**src/include/adc_rx_params.svh**
```systemverilog
// width and count macros for the adc receive front end
`ifndef ADC_RX_PARAMS_SVH
`define ADC_RX_PARAMS_SVH

// one lane sample, a single i or q word
`define ADC_RX_IQ_W 16

// lanes per adc word, two iq pairs
`define ADC_RX_LANES 4

// full adc and baseband word width
`define ADC_RX_WORD_W (`ADC_RX_LANES * `ADC_RX_IQ_W)

// axi4-lite byte address width
`define ADC_RX_AXI_AW 4

// counter width, also the register data width
`define ADC_RX_CNT_W 32

`endif

```
**src/adc_rx_pkg.sv**
```systemverilog
// package with gain code, register map, axi response and axi fsm state types
package adc_rx_pkg;

  // power of two gain select
  // unlisted codes fall back to a shift by 4
  typedef enum logic [2:0] {
    GAIN_SH3 = 3'd3,
    GAIN_SH4 = 3'd4,
    GAIN_SH5 = 3'd5,
    GAIN_SH6 = 3'd6
  } gain_code_e;

  // register byte offsets
  typedef enum logic [3:0] {
    // gain code in bits 2:0
    REG_GAIN    = 4'h0,
    // delivered words, write clears
    REG_SAMPLES = 4'h4,
    // words with any lane overflow, write clears
    REG_OVF     = 4'h8
  } reg_addr_e;

  // axi response codes in use
  typedef enum logic [1:0] {
    RESP_OKAY   = 2'b00,
    RESP_SLVERR = 2'b10
  } axi_resp_e;

  // axi slave fsm
  typedef enum logic [1:0] {
    AXI_IDLE  = 2'd0,
    // write response held until bready
    AXI_WRESP = 2'd1,
    // read data held until rready
    AXI_RDATA = 2'd2
  } axi_state_e;

endpackage

```
**src/adc_ctrl_regs.sv**
```systemverilog
// axi4-lite register block with gain register, counter readback and clear strobes
`include "adc_rx_params.svh"

module adc_ctrl_regs (
  input  logic                           adc_clk,
  input  logic                           adc_rst,
  // write address and data
  input  logic [`ADC_RX_AXI_AW-1:0]      s_axi_awaddr,
  input  logic                           s_axi_awvalid,
  output logic                           s_axi_awready,
  input  logic [`ADC_RX_CNT_W-1:0]       s_axi_wdata,
  input  logic                           s_axi_wvalid,
  output logic                           s_axi_wready,
  // write response
  output adc_rx_pkg::axi_resp_e          s_axi_bresp,
  output logic                           s_axi_bvalid,
  input  logic                           s_axi_bready,
  // read address and data
  input  logic [`ADC_RX_AXI_AW-1:0]      s_axi_araddr,
  input  logic                           s_axi_arvalid,
  output logic                           s_axi_arready,
  output logic [`ADC_RX_CNT_W-1:0]       s_axi_rdata,
  output adc_rx_pkg::axi_resp_e          s_axi_rresp,
  output logic                           s_axi_rvalid,
  input  logic                           s_axi_rready,
  // counters from the output stage
  input  logic [`ADC_RX_CNT_W-1:0]       sample_count,
  input  logic [`ADC_RX_CNT_W-1:0]       ovf_count,
  // control to the datapath
  output adc_rx_pkg::gain_code_e         gain_code,
  output logic                           clr_samples,
  output logic                           clr_ovf
);
  import adc_rx_pkg::*;

  axi_state_e                 state;
  logic                       wr_accept;
  logic                       rd_accept;
  logic                       wr_hit;
  logic                       rd_hit;
  logic [`ADC_RX_CNT_W-1:0]   rd_word;
  logic [2:0]                 gain_reg;

  // write wins when both channels arrive together
  assign wr_accept = (state == AXI_IDLE) && s_axi_awvalid && s_axi_wvalid;
  assign rd_accept = (state == AXI_IDLE) && s_axi_arvalid && !wr_accept;

  assign s_axi_awready = wr_accept;
  assign s_axi_wready  = wr_accept;
  assign s_axi_arready = rd_accept;
  assign s_axi_bvalid  = (state == AXI_WRESP);
  assign s_axi_rvalid  = (state == AXI_RDATA);

  // write offset decode
  assign wr_hit = (s_axi_awaddr == REG_GAIN) || (s_axi_awaddr == REG_SAMPLES) ||
                  (s_axi_awaddr == REG_OVF);

  // clears fire in the accept cycle, data value ignored
  assign clr_samples = wr_accept && (s_axi_awaddr == REG_SAMPLES);
  assign clr_ovf     = wr_accept && (s_axi_awaddr == REG_OVF);

  assign gain_code = gain_code_e'(gain_reg);

  // read mux, unmapped offsets give zero
  always_comb begin
    rd_hit  = 1'b1;
    rd_word = '0;
    case (s_axi_araddr)
      REG_GAIN: begin
        rd_word = {{(`ADC_RX_CNT_W-3){1'b0}}, gain_reg};
      end
      REG_SAMPLES: begin
        rd_word = sample_count;
      end
      REG_OVF: begin
        rd_word = ovf_count;
      end
      default: begin
        rd_hit = 1'b0;
      end
    endcase
  end

  // handshake fsm
  always_ff @(posedge adc_clk) begin
    if (adc_rst) begin
      state <= AXI_IDLE;
    end else begin
      case (state)
        AXI_IDLE: begin
          if (wr_accept) begin
            state <= AXI_WRESP;
          end else if (rd_accept) begin
            state <= AXI_RDATA;
          end
        end
        AXI_WRESP: begin
          if (s_axi_bready) begin
            state <= AXI_IDLE;
          end
        end
        AXI_RDATA: begin
          if (s_axi_rready) begin
            state <= AXI_IDLE;
          end
        end
        default: begin
          state <= AXI_IDLE;
        end
      endcase
    end
  end

  // gain register, only a mapped write to offset 0 changes it
  always_ff @(posedge adc_clk) begin
    if (adc_rst) begin
      gain_reg <= 3'd0;
    end else if (wr_accept && (s_axi_awaddr == REG_GAIN)) begin
      gain_reg <= s_axi_wdata[2:0];
    end
  end

  // response payload, captured at accept and held
  always_ff @(posedge adc_clk) begin
    if (wr_accept) begin
      s_axi_bresp <= wr_hit ? RESP_OKAY : RESP_SLVERR;
    end
    if (rd_accept) begin
      s_axi_rdata <= rd_word;
      s_axi_rresp <= rd_hit ? RESP_OKAY : RESP_SLVERR;
    end
  end

endmodule

```
**src/adc_decimator.sv**
```systemverilog
// decimate-by-2 of the adc word stream and split into lane samples
`include "adc_rx_params.svh"

module adc_decimator (
  input  logic                        adc_clk,
  input  logic                        adc_rst,
  input  logic [`ADC_RX_WORD_W-1:0]   adc_data,
  input  logic                        adc_data_valid,
  output logic [`ADC_RX_IQ_W-1:0]     lane_sample [`ADC_RX_LANES],
  output logic                        lane_valid
);

  // 0 means the next valid word is kept
  logic                       phase;
  logic                       keep_now;
  // input capture stage
  logic                       keep_q;
  logic [`ADC_RX_WORD_W-1:0]  word_q;

  assign keep_now = adc_data_valid && !phase;

  always_ff @(posedge adc_clk) begin
    if (adc_rst) begin
      phase      <= 1'b0;
      keep_q     <= 1'b0;
      lane_valid <= 1'b0;
    end else begin
      // toggles on every valid word, kept or not
      if (adc_data_valid) begin
        phase <= ~phase;
      end
      keep_q     <= keep_now;
      lane_valid <= keep_q;
    end
  end

  // capture the kept word
  always_ff @(posedge adc_clk) begin
    if (keep_now) begin
      word_q <= adc_data;
    end
  end

  // lane k sits at bits k*IQ_W upward
  always_ff @(posedge adc_clk) begin
    if (keep_q) begin
      for (int k = 0; k < `ADC_RX_LANES; k++) begin
        lane_sample[k] <= word_q[k*`ADC_RX_IQ_W +: `ADC_RX_IQ_W];
      end
    end
  end

endmodule

```
**src/gain_shift_lane.sv**
```systemverilog
// one lane of power-of-two gain by left shift, with overflow flag
`include "adc_rx_params.svh"

module gain_shift_lane #(
  parameter int IQ_W = `ADC_RX_IQ_W
) (
  input  logic                    adc_clk,
  input  logic                    adc_rst,
  input  logic [IQ_W-1:0]         sample,
  input  logic                    sample_valid,
  input  adc_rx_pkg::gain_code_e  gain_code,
  output logic [IQ_W-1:0]         shifted,
  output logic                    ovf,
  output logic                    shifted_valid
);
  import adc_rx_pkg::*;

  logic [2:0]       shift_amt;
  logic [IQ_W-1:0]  shifted_next;
  logic             ovf_next;

  // code to shift amount, anything unlisted shifts by 4
  always_comb begin
    case (gain_code)
      GAIN_SH3: shift_amt = 3'd3;
      GAIN_SH4: shift_amt = 3'd4;
      GAIN_SH5: shift_amt = 3'd5;
      GAIN_SH6: shift_amt = 3'd6;
      default:  shift_amt = 3'd4;
    endcase
  end

  // zero fill from the bottom
  // overflow when a dropped bit or the new sign bit differs from the old sign
  always_comb begin
    shifted_next = sample << shift_amt;
    ovf_next     = 1'b0;
    for (int i = 0; i < IQ_W - 1; i++) begin
      if ((i >= IQ_W - 1 - int'(shift_amt)) && (sample[i] != sample[IQ_W-1])) begin
        ovf_next = 1'b1;
      end
    end
  end

  always_ff @(posedge adc_clk) begin
    if (adc_rst) begin
      shifted_valid <= 1'b0;
    end else begin
      shifted_valid <= sample_valid;
    end
  end

  // result holds between valid samples
  always_ff @(posedge adc_clk) begin
    if (sample_valid) begin
      shifted <= shifted_next;
      ovf     <= ovf_next;
    end
  end

endmodule

```
**src/bb_output_stage.sv**
```systemverilog
// baseband word packing, valid pulse, and delivered and overflow word counters
`include "adc_rx_params.svh"

module bb_output_stage (
  input  logic                        adc_clk,
  input  logic                        adc_rst,
  input  logic [`ADC_RX_IQ_W-1:0]     shifted [`ADC_RX_LANES],
  input  logic [`ADC_RX_LANES-1:0]    ovf,
  input  logic                        shifted_valid,
  input  logic                        clr_samples,
  input  logic                        clr_ovf,
  output logic [`ADC_RX_WORD_W-1:0]   data_to_bb,
  output logic                        data_to_bb_valid,
  output logic [`ADC_RX_CNT_W-1:0]    sample_count,
  output logic [`ADC_RX_CNT_W-1:0]    ovf_count
);

  // any lane lost bits in this word
  logic word_ovf;

  assign word_ovf = |ovf;

  // pack lanes back into the word, lane 0 lowest
  always_ff @(posedge adc_clk) begin
    if (shifted_valid) begin
      for (int k = 0; k < `ADC_RX_LANES; k++) begin
        data_to_bb[k*`ADC_RX_IQ_W +: `ADC_RX_IQ_W] <= shifted[k];
      end
    end
  end

  // single cycle valid per word
  always_ff @(posedge adc_clk) begin
    if (adc_rst) begin
      data_to_bb_valid <= 1'b0;
    end else begin
      data_to_bb_valid <= shifted_valid;
    end
  end

  // delivered words, clear beats increment
  always_ff @(posedge adc_clk) begin
    if (adc_rst) begin
      sample_count <= '0;
    end else if (clr_samples) begin
      sample_count <= '0;
    end else if (shifted_valid) begin
      // wraps at full width
      sample_count <= sample_count + 1'b1;
    end
  end

  // words with at least one overflowed lane
  always_ff @(posedge adc_clk) begin
    if (adc_rst) begin
      ovf_count <= '0;
    end else if (clr_ovf) begin
      ovf_count <= '0;
    end else if (shifted_valid && word_ovf) begin
      ovf_count <= ovf_count + 1'b1;
    end
  end

endmodule

```
**src/adc_rx_top.sv**
```systemverilog
// top level of the adc receive front end, regs, decimator, gain lanes and output stage
`include "adc_rx_params.svh"

module adc_rx_top (
  input  logic                        adc_clk,
  input  logic                        adc_rst,
  // adc sample stream
  input  logic [`ADC_RX_WORD_W-1:0]   adc_data,
  input  logic                        adc_data_valid,
  // axi4-lite slave
  input  logic [`ADC_RX_AXI_AW-1:0]   s_axi_awaddr,
  input  logic                        s_axi_awvalid,
  output logic                        s_axi_awready,
  input  logic [`ADC_RX_CNT_W-1:0]    s_axi_wdata,
  input  logic                        s_axi_wvalid,
  output logic                        s_axi_wready,
  output adc_rx_pkg::axi_resp_e       s_axi_bresp,
  output logic                        s_axi_bvalid,
  input  logic                        s_axi_bready,
  input  logic [`ADC_RX_AXI_AW-1:0]   s_axi_araddr,
  input  logic                        s_axi_arvalid,
  output logic                        s_axi_arready,
  output logic [`ADC_RX_CNT_W-1:0]    s_axi_rdata,
  output adc_rx_pkg::axi_resp_e       s_axi_rresp,
  output logic                        s_axi_rvalid,
  input  logic                        s_axi_rready,
  // baseband stream
  output logic [`ADC_RX_WORD_W-1:0]   data_to_bb,
  output logic                        data_to_bb_valid
);
  import adc_rx_pkg::*;

  gain_code_e                   gain_code;
  logic                         clr_samples;
  logic                         clr_ovf;
  logic [`ADC_RX_CNT_W-1:0]     sample_count;
  logic [`ADC_RX_CNT_W-1:0]     ovf_count;
  logic [`ADC_RX_IQ_W-1:0]      lane_sample [`ADC_RX_LANES];
  logic                         lane_valid;
  logic [`ADC_RX_IQ_W-1:0]      shifted [`ADC_RX_LANES];
  logic [`ADC_RX_LANES-1:0]     ovf;
  // per lane valids, all in lockstep
  logic [`ADC_RX_LANES-1:0]     lane_out_valid;
  logic                         shifted_valid;

  assign shifted_valid = &lane_out_valid;

  adc_ctrl_regs regs0 (
    .adc_clk       (adc_clk),
    .adc_rst       (adc_rst),
    .s_axi_awaddr  (s_axi_awaddr),
    .s_axi_awvalid (s_axi_awvalid),
    .s_axi_awready (s_axi_awready),
    .s_axi_wdata   (s_axi_wdata),
    .s_axi_wvalid  (s_axi_wvalid),
    .s_axi_wready  (s_axi_wready),
    .s_axi_bresp   (s_axi_bresp),
    .s_axi_bvalid  (s_axi_bvalid),
    .s_axi_bready  (s_axi_bready),
    .s_axi_araddr  (s_axi_araddr),
    .s_axi_arvalid (s_axi_arvalid),
    .s_axi_arready (s_axi_arready),
    .s_axi_rdata   (s_axi_rdata),
    .s_axi_rresp   (s_axi_rresp),
    .s_axi_rvalid  (s_axi_rvalid),
    .s_axi_rready  (s_axi_rready),
    .sample_count  (sample_count),
    .ovf_count     (ovf_count),
    .gain_code     (gain_code),
    .clr_samples   (clr_samples),
    .clr_ovf       (clr_ovf)
  );

  adc_decimator dec0 (
    .adc_clk        (adc_clk),
    .adc_rst        (adc_rst),
    .adc_data       (adc_data),
    .adc_data_valid (adc_data_valid),
    .lane_sample    (lane_sample),
    .lane_valid     (lane_valid)
  );

  // one gain lane per iq word
  for (genvar k = 0; k < `ADC_RX_LANES; k++) begin : g_lane
    gain_shift_lane #(
      .IQ_W (`ADC_RX_IQ_W)
    ) lane0 (
      .adc_clk       (adc_clk),
      .adc_rst       (adc_rst),
      .sample        (lane_sample[k]),
      .sample_valid  (lane_valid),
      .gain_code     (gain_code),
      .shifted       (shifted[k]),
      .ovf           (ovf[k]),
      .shifted_valid (lane_out_valid[k])
    );
  end

  bb_output_stage out0 (
    .adc_clk          (adc_clk),
    .adc_rst          (adc_rst),
    .shifted          (shifted),
    .ovf              (ovf),
    .shifted_valid    (shifted_valid),
    .clr_samples      (clr_samples),
    .clr_ovf          (clr_ovf),
    .data_to_bb       (data_to_bb),
    .data_to_bb_valid (data_to_bb_valid),
    .sample_count     (sample_count),
    .ovf_count        (ovf_count)
  );

endmodule

```
**config.mk**
```make
export PLATFORM = sky130hd
export DESIGN_NAME = adc_rx_top
export DESIGN_NICKNAME = d
export VERILOG_FILES = /design/src/adc_rx_pkg.sv /design/src/adc_ctrl_regs.sv /design/src/adc_decimator.sv /design/src/gain_shift_lane.sv /design/src/bb_output_stage.sv /design/src/adc_rx_top.sv
export VERILOG_INCLUDE_DIRS = /design/src /design/src/include
export SDC_FILE = /design/constraint.sdc
export NUM_CORES = 1
export LEC_CHECK = 0
export ABC_AREA = 1
export BUFFER_PORTS_ARGS = -buffer_cell sky130_fd_sc_hd__buf_2
export CAP_MARGIN = 10
export CORE_UTILIZATION = 61
export CTS_CLUSTER_SIZE = 40
export DETAILED_ROUTE_END_ITERATION = 6
export PLACE_DENSITY_LB_ADDON = 0.15
export SLEW_MARGIN = 15
export SYNTH_ARGS = -nofsm -noshare
export SYNTH_HDL_FRONTEND = slang
export SYNTH_SLANG_ARGS = --single-unit
```
**constraint.sdc**
```tcl
create_clock -name adc_clk -period 9.39 [get_ports adc_clk]
set_input_delay 0 -clock adc_clk [delete_from_list [all_inputs] [get_ports adc_clk]]
set_output_delay 0 -clock adc_clk [all_outputs]
set_load 0.02 [all_outputs]
```
# ---- Yosys cells after proc, flatten, opt, wreduce, memory -nomap -nowiden
# Index checks and enable logic that the tools add are counted.
dict set report word_totals {
  register_bits 370
}
dict set report classes {
  n_shift 4
  n_eq_ne 72
  n_mux 14
  n_lt_le_gt_ge 15
  bitwise 1
  n_reduce_logical 85
  addsub 3
}
# operator n
set ops {}
lappend ops {{32-bit case mux with 3 select lines} 1}
lappend ops {{1-bit logical AND} 69}
lappend ops {{32-bit by 1-bit adder with 32-bit output, second input constant} 2}
lappend ops {{16-bit by 3-bit << shifter with 16-bit output} 4}
lappend ops {{1-bit != test} 60}
lappend ops {{14-bit OR reduction} 4}
lappend ops {{5-bit greater-or-equal comparator, first input constant} 7}
lappend ops {{4-bit by 5-bit greater-or-equal comparator with 1-bit output, first input constant} 4}
lappend ops {{2-bit 2-to-1 mux} 6}
lappend ops {{3-bit by 5-bit greater-or-equal comparator with 1-bit output, first input constant} 2}
lappend ops {{3-bit case mux with 3 select lines} 1}
lappend ops {{4-bit by 3-bit == test with 1-bit output, second input constant} 2}
lappend ops {{4-bit == test, second input constant} 2}
lappend ops {{4-bit zero test} 2}
lappend ops {{3-bit == test, second input constant} 2}
lappend ops {{2-bit case mux with 3 select lines} 1}
lappend ops {{1-bit by 5-bit greater-or-equal comparator with 1-bit output, first input constant} 1}
lappend ops {{2-bit by 5-bit greater-or-equal comparator with 1-bit output, first input constant} 1}
lappend ops {{1-bit 2-to-1 mux} 5}
lappend ops {{4-bit by 3-bit subtractor with 5-bit output, first input constant} 1}
lappend ops {{2-bit by 1-bit != test with 1-bit output, second input constant} 2}
lappend ops {{2-bit OR reduction} 2}
lappend ops {{4-bit OR reduction} 1}
lappend ops {{3-bit by 2-bit == test with 1-bit output, second input constant} 1}
lappend ops {{9 further kinds} 11}

# ---- Depth between registers and ports, before layout
# Gate-level depths: netlist (run 1).
dict set report logic_depth {
  word_depth 8
  depth_mapped 11
  ltp_nobuf 10
}

# ---- Modules after synthesis
# A second synthesis (run 1) with hierarchy kept.
dict set report unflattened {
  hier_cells 1512
  area_unflattened_um2 15756.4
}
# mod seq_area_each_um2 cells_per_inst area_each_um2 instances
set modules_own_cells {}
lappend modules_own_cells {bb_output_stage 3223.1 602 5504.0 1}
lappend modules_own_cells {gain_shift_lane 530.5 143 1117.3 4}
lappend modules_own_cells {adc_decimator 3903.7 141 3948.8 1}
lappend modules_own_cells {adc_ctrl_regs 1121.1 194 1823.0 1}
lappend modules_own_cells {adc_rx_top 0.0 3 11.3 1}

# ---- Worst setup path after synthesis (run 1)
# OpenSTA, ideal clock, no wires.
dict set report synth_timing {
  kind {reg2reg}
  start {register dec0.phase}
  end {register dec0.phase}
  setup_slack_ns 5.896
  arrival_time_ns 3.420
  n_path_buf 0
  path_stages_with_launch 4
  required_ns 9.316
  setup_time_ns 0.074
  period_less_slack_ns 3.494
  path_cell_list {dfxtp_1 > nor2_1 > inv_1 > a21oi_1}
}
dict set report synth_between {
  elab_chain_len 1
}
# element line
set synth_lines {}
lappend synth_lines {{from (decl)} adc_decimator.sv:14} ;# logic phase;
lappend synth_lines {{from (signal assigned)} adc_decimator.sv:30} ;# phase <= ~phase;
lappend synth_lines {{1-bit NOT} adc_decimator.sv:30}
# No other way between the ends.
# A chain may end at the register's enable or synchronous reset.

# ---- Final worst setup path (run 1)
dict set report layout_timing {
  start {register regs0.gain_reg[0] (netlist: regs0.gain_code[0])}
  end {register g_lane[2].lane0.shifted[7] (data pin)}
}
dict set report layout_between {
  elab_chain_len 3
}
# element line
set layout_lines {}
lappend layout_lines {{from (decl)} adc_ctrl_regs.sv:42} ;# logic [2:0] gain_reg;
lappend layout_lines {{from (signal assigned)} adc_ctrl_regs.sv:119} ;# gain_reg <= s_axi_wdata[2:0];
lappend layout_lines {{3-bit == test / 3-bit by 2-bit == test with 1-bit output (equally long branches)} gain_shift_lane.sv:24} ;# case (gain_code)
lappend layout_lines {{3-bit case mux with 3 select lines (*)} gain_shift_lane.sv:24}
lappend layout_lines {{16-bit by 3-bit << shifter with 16-bit output (*)} gain_shift_lane.sv:36} ;# shifted_next = sample << shift_amt;
lappend layout_lines {{via g_lane[2].lane0.shifted_next[7]} gain_shift_lane.sv:19} ;# logic [IQ_W-1:0] shifted_next;
lappend layout_lines {{to (signal assigned)} gain_shift_lane.sv:56} ;# shifted <= shifted_next;
lappend layout_lines {{to (decl)} gain_shift_lane.sv:12} ;# output logic [IQ_W-1:0] shifted,
# The timed path passes the listed nets; every way through them passes the cells marked *.

==> results.json, run 1 <==
{
  "ys_seq_area_share_pct": 69.1,
  "grt_max_degree": 76,
  "num_rows": 56,
  "fp.dieW_um": 158,
  "core_um2": 23800,
  "syn_avg_cell_area_um2": 10.7,
  "grt_pass1_vias": 10167,
  "synth-edff-count": 294,
  "worstPathRequired_ns": 9.66,
  "synth_top_area_share_pct": 59.2,
  "status": "completed",
  "drt_wl_total_mm": 33.3,
  "synth_flop_cell": "edfxtp_1",
  "gr-usage-all-layers_pct": 27.4,
  "crit_slowest_cell": "nand2_4",
  "synthCells": 1391,
  "yosys.area_share.simple_pct": 17.7,
  "die_h_um": 158,
  "crit_arrival_ns": 3.42,
  "cts_tree": "yes",
  "synthAdderAreaFrac_pct": 0.168,
  "initial_core_util_pct": 62.8,
  "vias": 10841,
  "syn2layout_area_growth_pct": 22.3,
  "crit_type": "register to register",
  "hold_violations": 0,
  "fin_skew_ns": 0.0159,
  "clockBufferDepth": 3,
  "root_buffer": "clkbuf_16",
  "ys_ff_latch": 368,
  "yosysWarnings": 0,
  "post-route-period-util_pct": 33.5,
  "p_int_mw": 2.78,
  "maxSlewViolCount": 0,
  "synth_cell_type_count": 41,
  "rsz0062_at_grt": "false",
  "critPathMaxStageDelay_ns": 0.79,
  "clk_transition_reported_paths_ns": 0.06,
  "io_pins": 218,
  "drt-vias-per-instance": 5.35,
  "finalSetupTns_ns": 0,
  "synth_xor_xnor_area_share_pct": 0.646,
  "antenna_cells": 0,
  "hold_class": "input port to register",
  "clkSinkCount": 368,
  "layout-drive-gt1-share_pct": 15.7,
  "p_switching_mw": 0.715,
  "clk_latency_ns": 0.53,
  "synth_top_family_by_area": "simple AND/OR/NAND/NOR gates",
  "critPathTopFamily": "simple AND/OR/NAND/NOR gates",
  "p_leak_nw": 6.71,
  "dp_hpwl_mm": 21.6,
  "switching_share_pct": 20.4,
  "max-cap-violations": 0,
  "drc_errors": 0,
  "io_buffers": 186,
  "p_comb_share_pct": 4.3,
  "end_kind": "register",
  "drt-initial-drc-count": 1081,
  "max_freq_mhz": 317,
  "power_density_nw_per_um2": 192,
  "synthArstFlopShare_pct": 0,
  "cts_buffers": 37,
  "min_period_ns": 3.15,
  "fin_hold_ws_ns": 0.0129,
  "synth_compound_area_share_pct": 6.67,
  "synth_mux_area_share_pct": 0,
  "antenna_found_initial": 0,
  "dieArea_um2": 25100,
  "syn_area_um2": 14900,
  "grt_pass1_wl_mm": 51.8,
  "cts_setup_buffers": 0,
  "setup_viol": 0,
  "p_clk_share_pct": 43.1,
  "n_fill_cell": 1522,
  "layout.nets": 1794,
  "ir_drop_mv": 0.220,
  "cts_resized": 0,
  "place.gp.congestion": 0.906,
  "wl_per_cell_um": 16.4,
  "yosysTopAreaCell": "edfxtp_1",
  "critPathLaunchType": "register",
  "worst_slew_pin_slew_ns": 0.894,
  "p_seq_share_pct": 52.6,
  "htreeDepth": 2,
  "crit_fanout": 75,
  "relSlewSlack_pct": 40.4,
  "ys_top_cells_by_area": "edfxtp_1 59%, dfxtp_1 9.9%, nand2_1 7.9%",
  "first_pass_iters": 6,
  "crit_buf_inv": 1,
  "gr-total-overflow": 0,
  "path_cells": "nand3_2 > nand2_4 > inv_2 > nand2_1 > nand3_1 > nand3_1 > nand2_1",
  "antenna_left": 0
}
per-stage QoR:
| step | worst slack, ns | util (%) | instance area, um2 | total power [mW] | instances |
|---|---|---|---|---|---|
| after floorplan | 5.90 | - | 15000 | 1.94 | 1404 |
| after global placement | 6.33 | 67.9 | 16100 | 1.99 | 1875 |
| after detailed placement | 6.27 | 67.9 | 16100 | 1.99 | 1875 |
| after CTS | 6.27 | 76.8 | 18200 | 3.51 | 2025 |
| after global routing | 6.05 | 76.8 | 18200 | 3.60 | 2025 |
| final | 6.24 | 76.8 | 18200 | 3.50 | 2025 |
power groups by stage:
stage	Sequential, mW	Clock, mW	Combinational (mW)
6_report	1.84	1.51	0.150
5_1_grt	1.84	1.59	0.165
4_1_cts	1.84	1.52	0.147
3_5_place_dp	1.87	0	0.120
3_3_place_gp	1.87	0	0.117
2_1_floorplan	1.89	0	0.0489
placed cells by master (no fill, tap or decap), types with 3 or more instances in the layout:
cell           synthesis  final
a21oi_1               37     37
and2_1                 3      3
buf_2                 12    186
buf_4                  7      8
bufinv_16              0      5
clkbuf_1              17      5
clkbuf_16              0     38
clkbuf_8               0      3
clkinv_1               1      9
conb_1                 1     14
dfxtp_1               74     71
dlygate4sd3_1          0     85
edfxtp_1             294    294
inv_1                156    155
inv_2                  4      5
nand2_1              312    312
nand3_1               82     82
nand4_1               23     23
nor2_1               181    180
nor2_2                 5      5
nor3_1                21     21
o211ai_1              28     28
o21ai_0               22     22
o21ai_1               30     30
o221ai_1               3      3
o22ai_1               37     37
o31ai_1                4      4
xor2_1                10     10
area by class of cell:
cell class,instances,area (um2),share of cell area (%)
clock inverter,19,241,1.32
inverter,161,604,3.31
sequential,368,10300,56.6
timing repair buffer,279,1840,10.1
multi-input combinational,833,3820,21.0
clock buffer,46,1010,5.54
tap,319,399,2.19
repair_timing:
action,in CTS,in global routing
endpoints found under the hold margin,78,0
hold buffers,85,0
setup endpoints to repair,0,0
path summary, 6_finish.rpt:
path / startpoint / end / slack (ns) / cells past startpoint
min: s_axi_araddr[1] / regs0.s_axi_rdata[0] / 0.01 / 4
max: regs0.gain_code[0] / g_lane[2].lane0.shifted[7] / 6.24 / 7
max reg2reg: regs0.gain_code[0] / g_lane[2].lane0.shifted[7] / 6.24 / 7
min reg2reg: dec0.word_q[44] / dec0.lane_sample[28] / 0.41 / 0
synth_stat cells, drive strengths merged, types with 4 or more instances:
cell type	n
clkbuf	17
o22ai	37
nand2	315
nor2	186
inv	160
nand3	84
dfxtp	74
o211ai	28
buf	25
o21ai	52
o31ai	4
nor3	21
xor2	10
a21oi	38
edfxtp	294
nand4	23
routing by layer:
| layer | vias to the layer above | GRT usage [%] | wire (um) |
|---|---|---|---|
| li1 | 5303 | - | - |
| met4 | 0 | 13.3 | 1530 |
| met5 | - | 0 | 0 |
| met2 | 447 | 47.0 | 16500 |
| met3 | 114 | 4.00 | 1870 |
| met1 | 4977 | 34.1 | 13400 |
logic make-up after synthesis:
group                    Yosys count
buffers and inverters            203
flip-flops                       368
other                              1
adder cells (fa/ha/maj)            2
AND/OR/NAND/NOR                  638
XOR/XNOR                          11
AO/OA/AOI/OAI                    168
state kept, by name (all words and copies together), names as in the netlist, 2 cells and up:
signal / flops
dec0.lane_sample: 64
dec0.word_q: 64
g_lane.lane0.shifted: 64
out0.data_to_bb: 64
out0.ovf_count: 32
out0.sample_count: 32
regs0.s_axi_rdata: 32
g_lane.lane0.ovf: 4
regs0.gain_code: 3
regs0.state: 2
worst register-to-register path, cell delays in order (launching register included):
cell	delay, ns
dfxtp_1	0.57
nand3_2	0.63
nand2_4	0.80
inv_2	0.37
nand2_1	0.19
nand3_1	0.13
nand3_1	0.15
nand2_1	0.08
(Power assumes the default switching activity.)
==> run 2: changes to the inputs <==
--- a/config.mk
+++ b/config.mk
@@ -9,7 +9,7 @@
 export ABC_AREA = 1
 export BUFFER_PORTS_ARGS = -buffer_cell sky130_fd_sc_hd__buf_2
 export CAP_MARGIN = 10
-export CORE_UTILIZATION = 61
+export CORE_UTILIZATION = 51
 export CTS_CLUSTER_SIZE = 40
 export DETAILED_ROUTE_END_ITERATION = 6
 export PLACE_DENSITY_LB_ADDON = 0.15
==> constraint.sdc (replaced) <==
create_clock -name adc_clk -period 2.85 [get_ports adc_clk]
set_input_delay 0 -clock adc_clk [delete_from_list [all_inputs] [get_ports adc_clk]]
set_output_delay 0 -clock adc_clk [all_outputs]
set_load 0.02 [all_outputs]
==> results.json, run 2 (synthesis gave the netlist of run 1 again) <==
{
  "antenna_left": 0,
  "io_pins": 218,
  "dieArea_um2": 29900,
  "grt_pass1_wl_mm": 51.2,
  "die_h_um": 173,
  "fin_skew_ns": 0.0170,
  "fp.dieW_um": 173,
  "clk_latency_ns": 0.52,
  "cts_buffers": 38,
  "crit_arrival_ns": 2.86,
  "place.gp.congestion": 0.904,
  "path_common_cell": "dlygate4sd3_1",
  "r2r_start": "regs0.gain_code[1]",
  "regArea_um2": 10300,
  "p_leak_nw": 6.75,
  "initial_core_util_pct": 52.0,
  "cts_tree": "yes",
  "drt-initial-drc-count": 1016,
  "io_buffers": 186,
  "num_rows": 62,
  "grt_max_degree": 66,
  "wl_per_cell_um": 15.2,
  "relSlewSlack_pct": 30.1,
  "hold_violations": 0,
  "antenna_cells": 0,
  "maxSlewViolCount": 0,
  "clkSinkCount": 368,
  "status": "completed",
  "path_cells": "dlygate4sd3_1 > buf_2 > nand2_1 > dlygate4sd3_1 > nor2_2 > nand4_1 > o21ai_0 > a21oi_1 > dlygate4sd3_1",
  "gr-usage-all-layers_pct": 21.7,
  "final_cell_mix": "312 x nand2_1, 294 x edfxtp_1, 186 x buf_2",
  "ir_drop_mv": 0.507,
  "post-route-period-util_pct": 86.6,
  "cts_resized": 0,
  "end_kind": "register",
  "vias": 10645,
  "layout-drive-gt1-share_pct": 16.1,
  "critPathLaunchType": "input port",
  "setup_viol": 0,
  "multi_input_area_um2": 3820,
  "dp_hpwl_mm": 22.2,
  "clockBufferDepth": 3,
  "worstPathRequired_ns": 3.25,
  "worst_slew_pin_slew_ns": 1.04,
  "max_freq_mhz": 405,
  "crit_type": "input port to register",
  "mostFrequentLayoutCell": "nand2_1",
  "max-cap-violations": 0,
  "drc_errors": 0,
  "fin_hold_ws_ns": 0.0337,
  "crit_fanout": 8,
  "hold_path_startpoint": "s_axi_awaddr[2]",
  "hold_class": "input port to register",
  "gr-total-overflow": 0,
  "antenna_found_initial": 0,
  "min_period_ns": 2.47,
  "grt_pass1_vias": 10107,
  "power_mw": 11.4,
  "htreeDepth": 2,
  "startpoint": "s_axi_awvalid",
  "rsz0062_at_grt": "false",
  "layout.nets": 1803,
  "drt-vias-per-instance": 5.06,
  "root_buffer": "clkbuf_16",
  "first_pass_iters": 6,
  "core_um2": 28700,
  "syn2layout_area_growth_pct": 23.2,
  "clk_transition_reported_paths_ns": 0.05,
  "critPathMaxStageDelay_ns": 0.57,
  "crit_slowest_cell": "dlygate4sd3_1",
  "power_density_nw_per_um2": 623,
  "finalSetupTns_ns": 0,
  "n_fill_cell": 2302,
  "drt_wl_total_mm": 32.1
}
[run 2: cell types whose count changed in the layout (fill, tap and decap cells not counted), sizes merged]
cell         before  now
buf             194  204
clkbuf           46   55
clkinv           12    9
dlygate4sd3      85   83
bufinv            5    4
clkinvlp          2    1
[run 2: final timing paths]
path,slack [ns],endpoint,cells after the start
max,0.38,regs0.gain_code[0],9
min,0.03,regs0.gain_code[1],4
max reg2reg,0.59,g_lane[3].lane0.shifted[7],8
min reg2reg,0.41,out0.data_to_bb[23],0
[run 2: power breakdown]
group	switching (mW)	total (mW)	internal [mW]
registers	0.0738	6.06	5.99
logic	0.288	0.486	0.198
clock network	1.93	4.89	2.96
[run 2: final cells by class]
type,instances,share of cell area (%)
clock inverter,14,0.933
sequential,368,56.2
tap,384,2.62
timing repair buffer,287,10.4
clock buffer,55,5.80
multi-input combinational,833,20.8
inverter,161,3.29
[run 2: timing repair]
| item | CTS | global route |
|---|---|---|
| setup endpoints to repair | 0 | 0 |
| setup buffers | 0 | 0 |
| hold buffers | 83 | 0 |
| hold endpoints to repair | 77 | 0 |
[run 2: critical path: cells and delay by family]
kind | cells | cell delay [ns]
AO/OA/AOI/OAI | 2 | 0.46
buffers and inverters | 4 | 1.75
AND/OR/NAND/NOR | 3 | 0.65
[run 2: through the flow]
stage          area, um2  cells  utilization [%]  worst slack, ns
6_report           18400   2102             64.0            0.382
5_1_grt            18400   2102             64.0            0.233
4_1_cts            18400   2102             64.0            0.368
3_5_place_dp       16300   1950             56.8            0.598
3_3_place_gp       16300   1950             56.8            0.620
2_1_floorplan      15000   1404                -            0.427
[run 2: routing by layer]
metal	vias to the layer above	track usage (%)	routed length [um]
li1	5328	-	-
met1	4873	27.3	13000
met2	374	38.1	16300
met3	70	3.36	1790
met4	0	7.63	904
met5	-	0	0
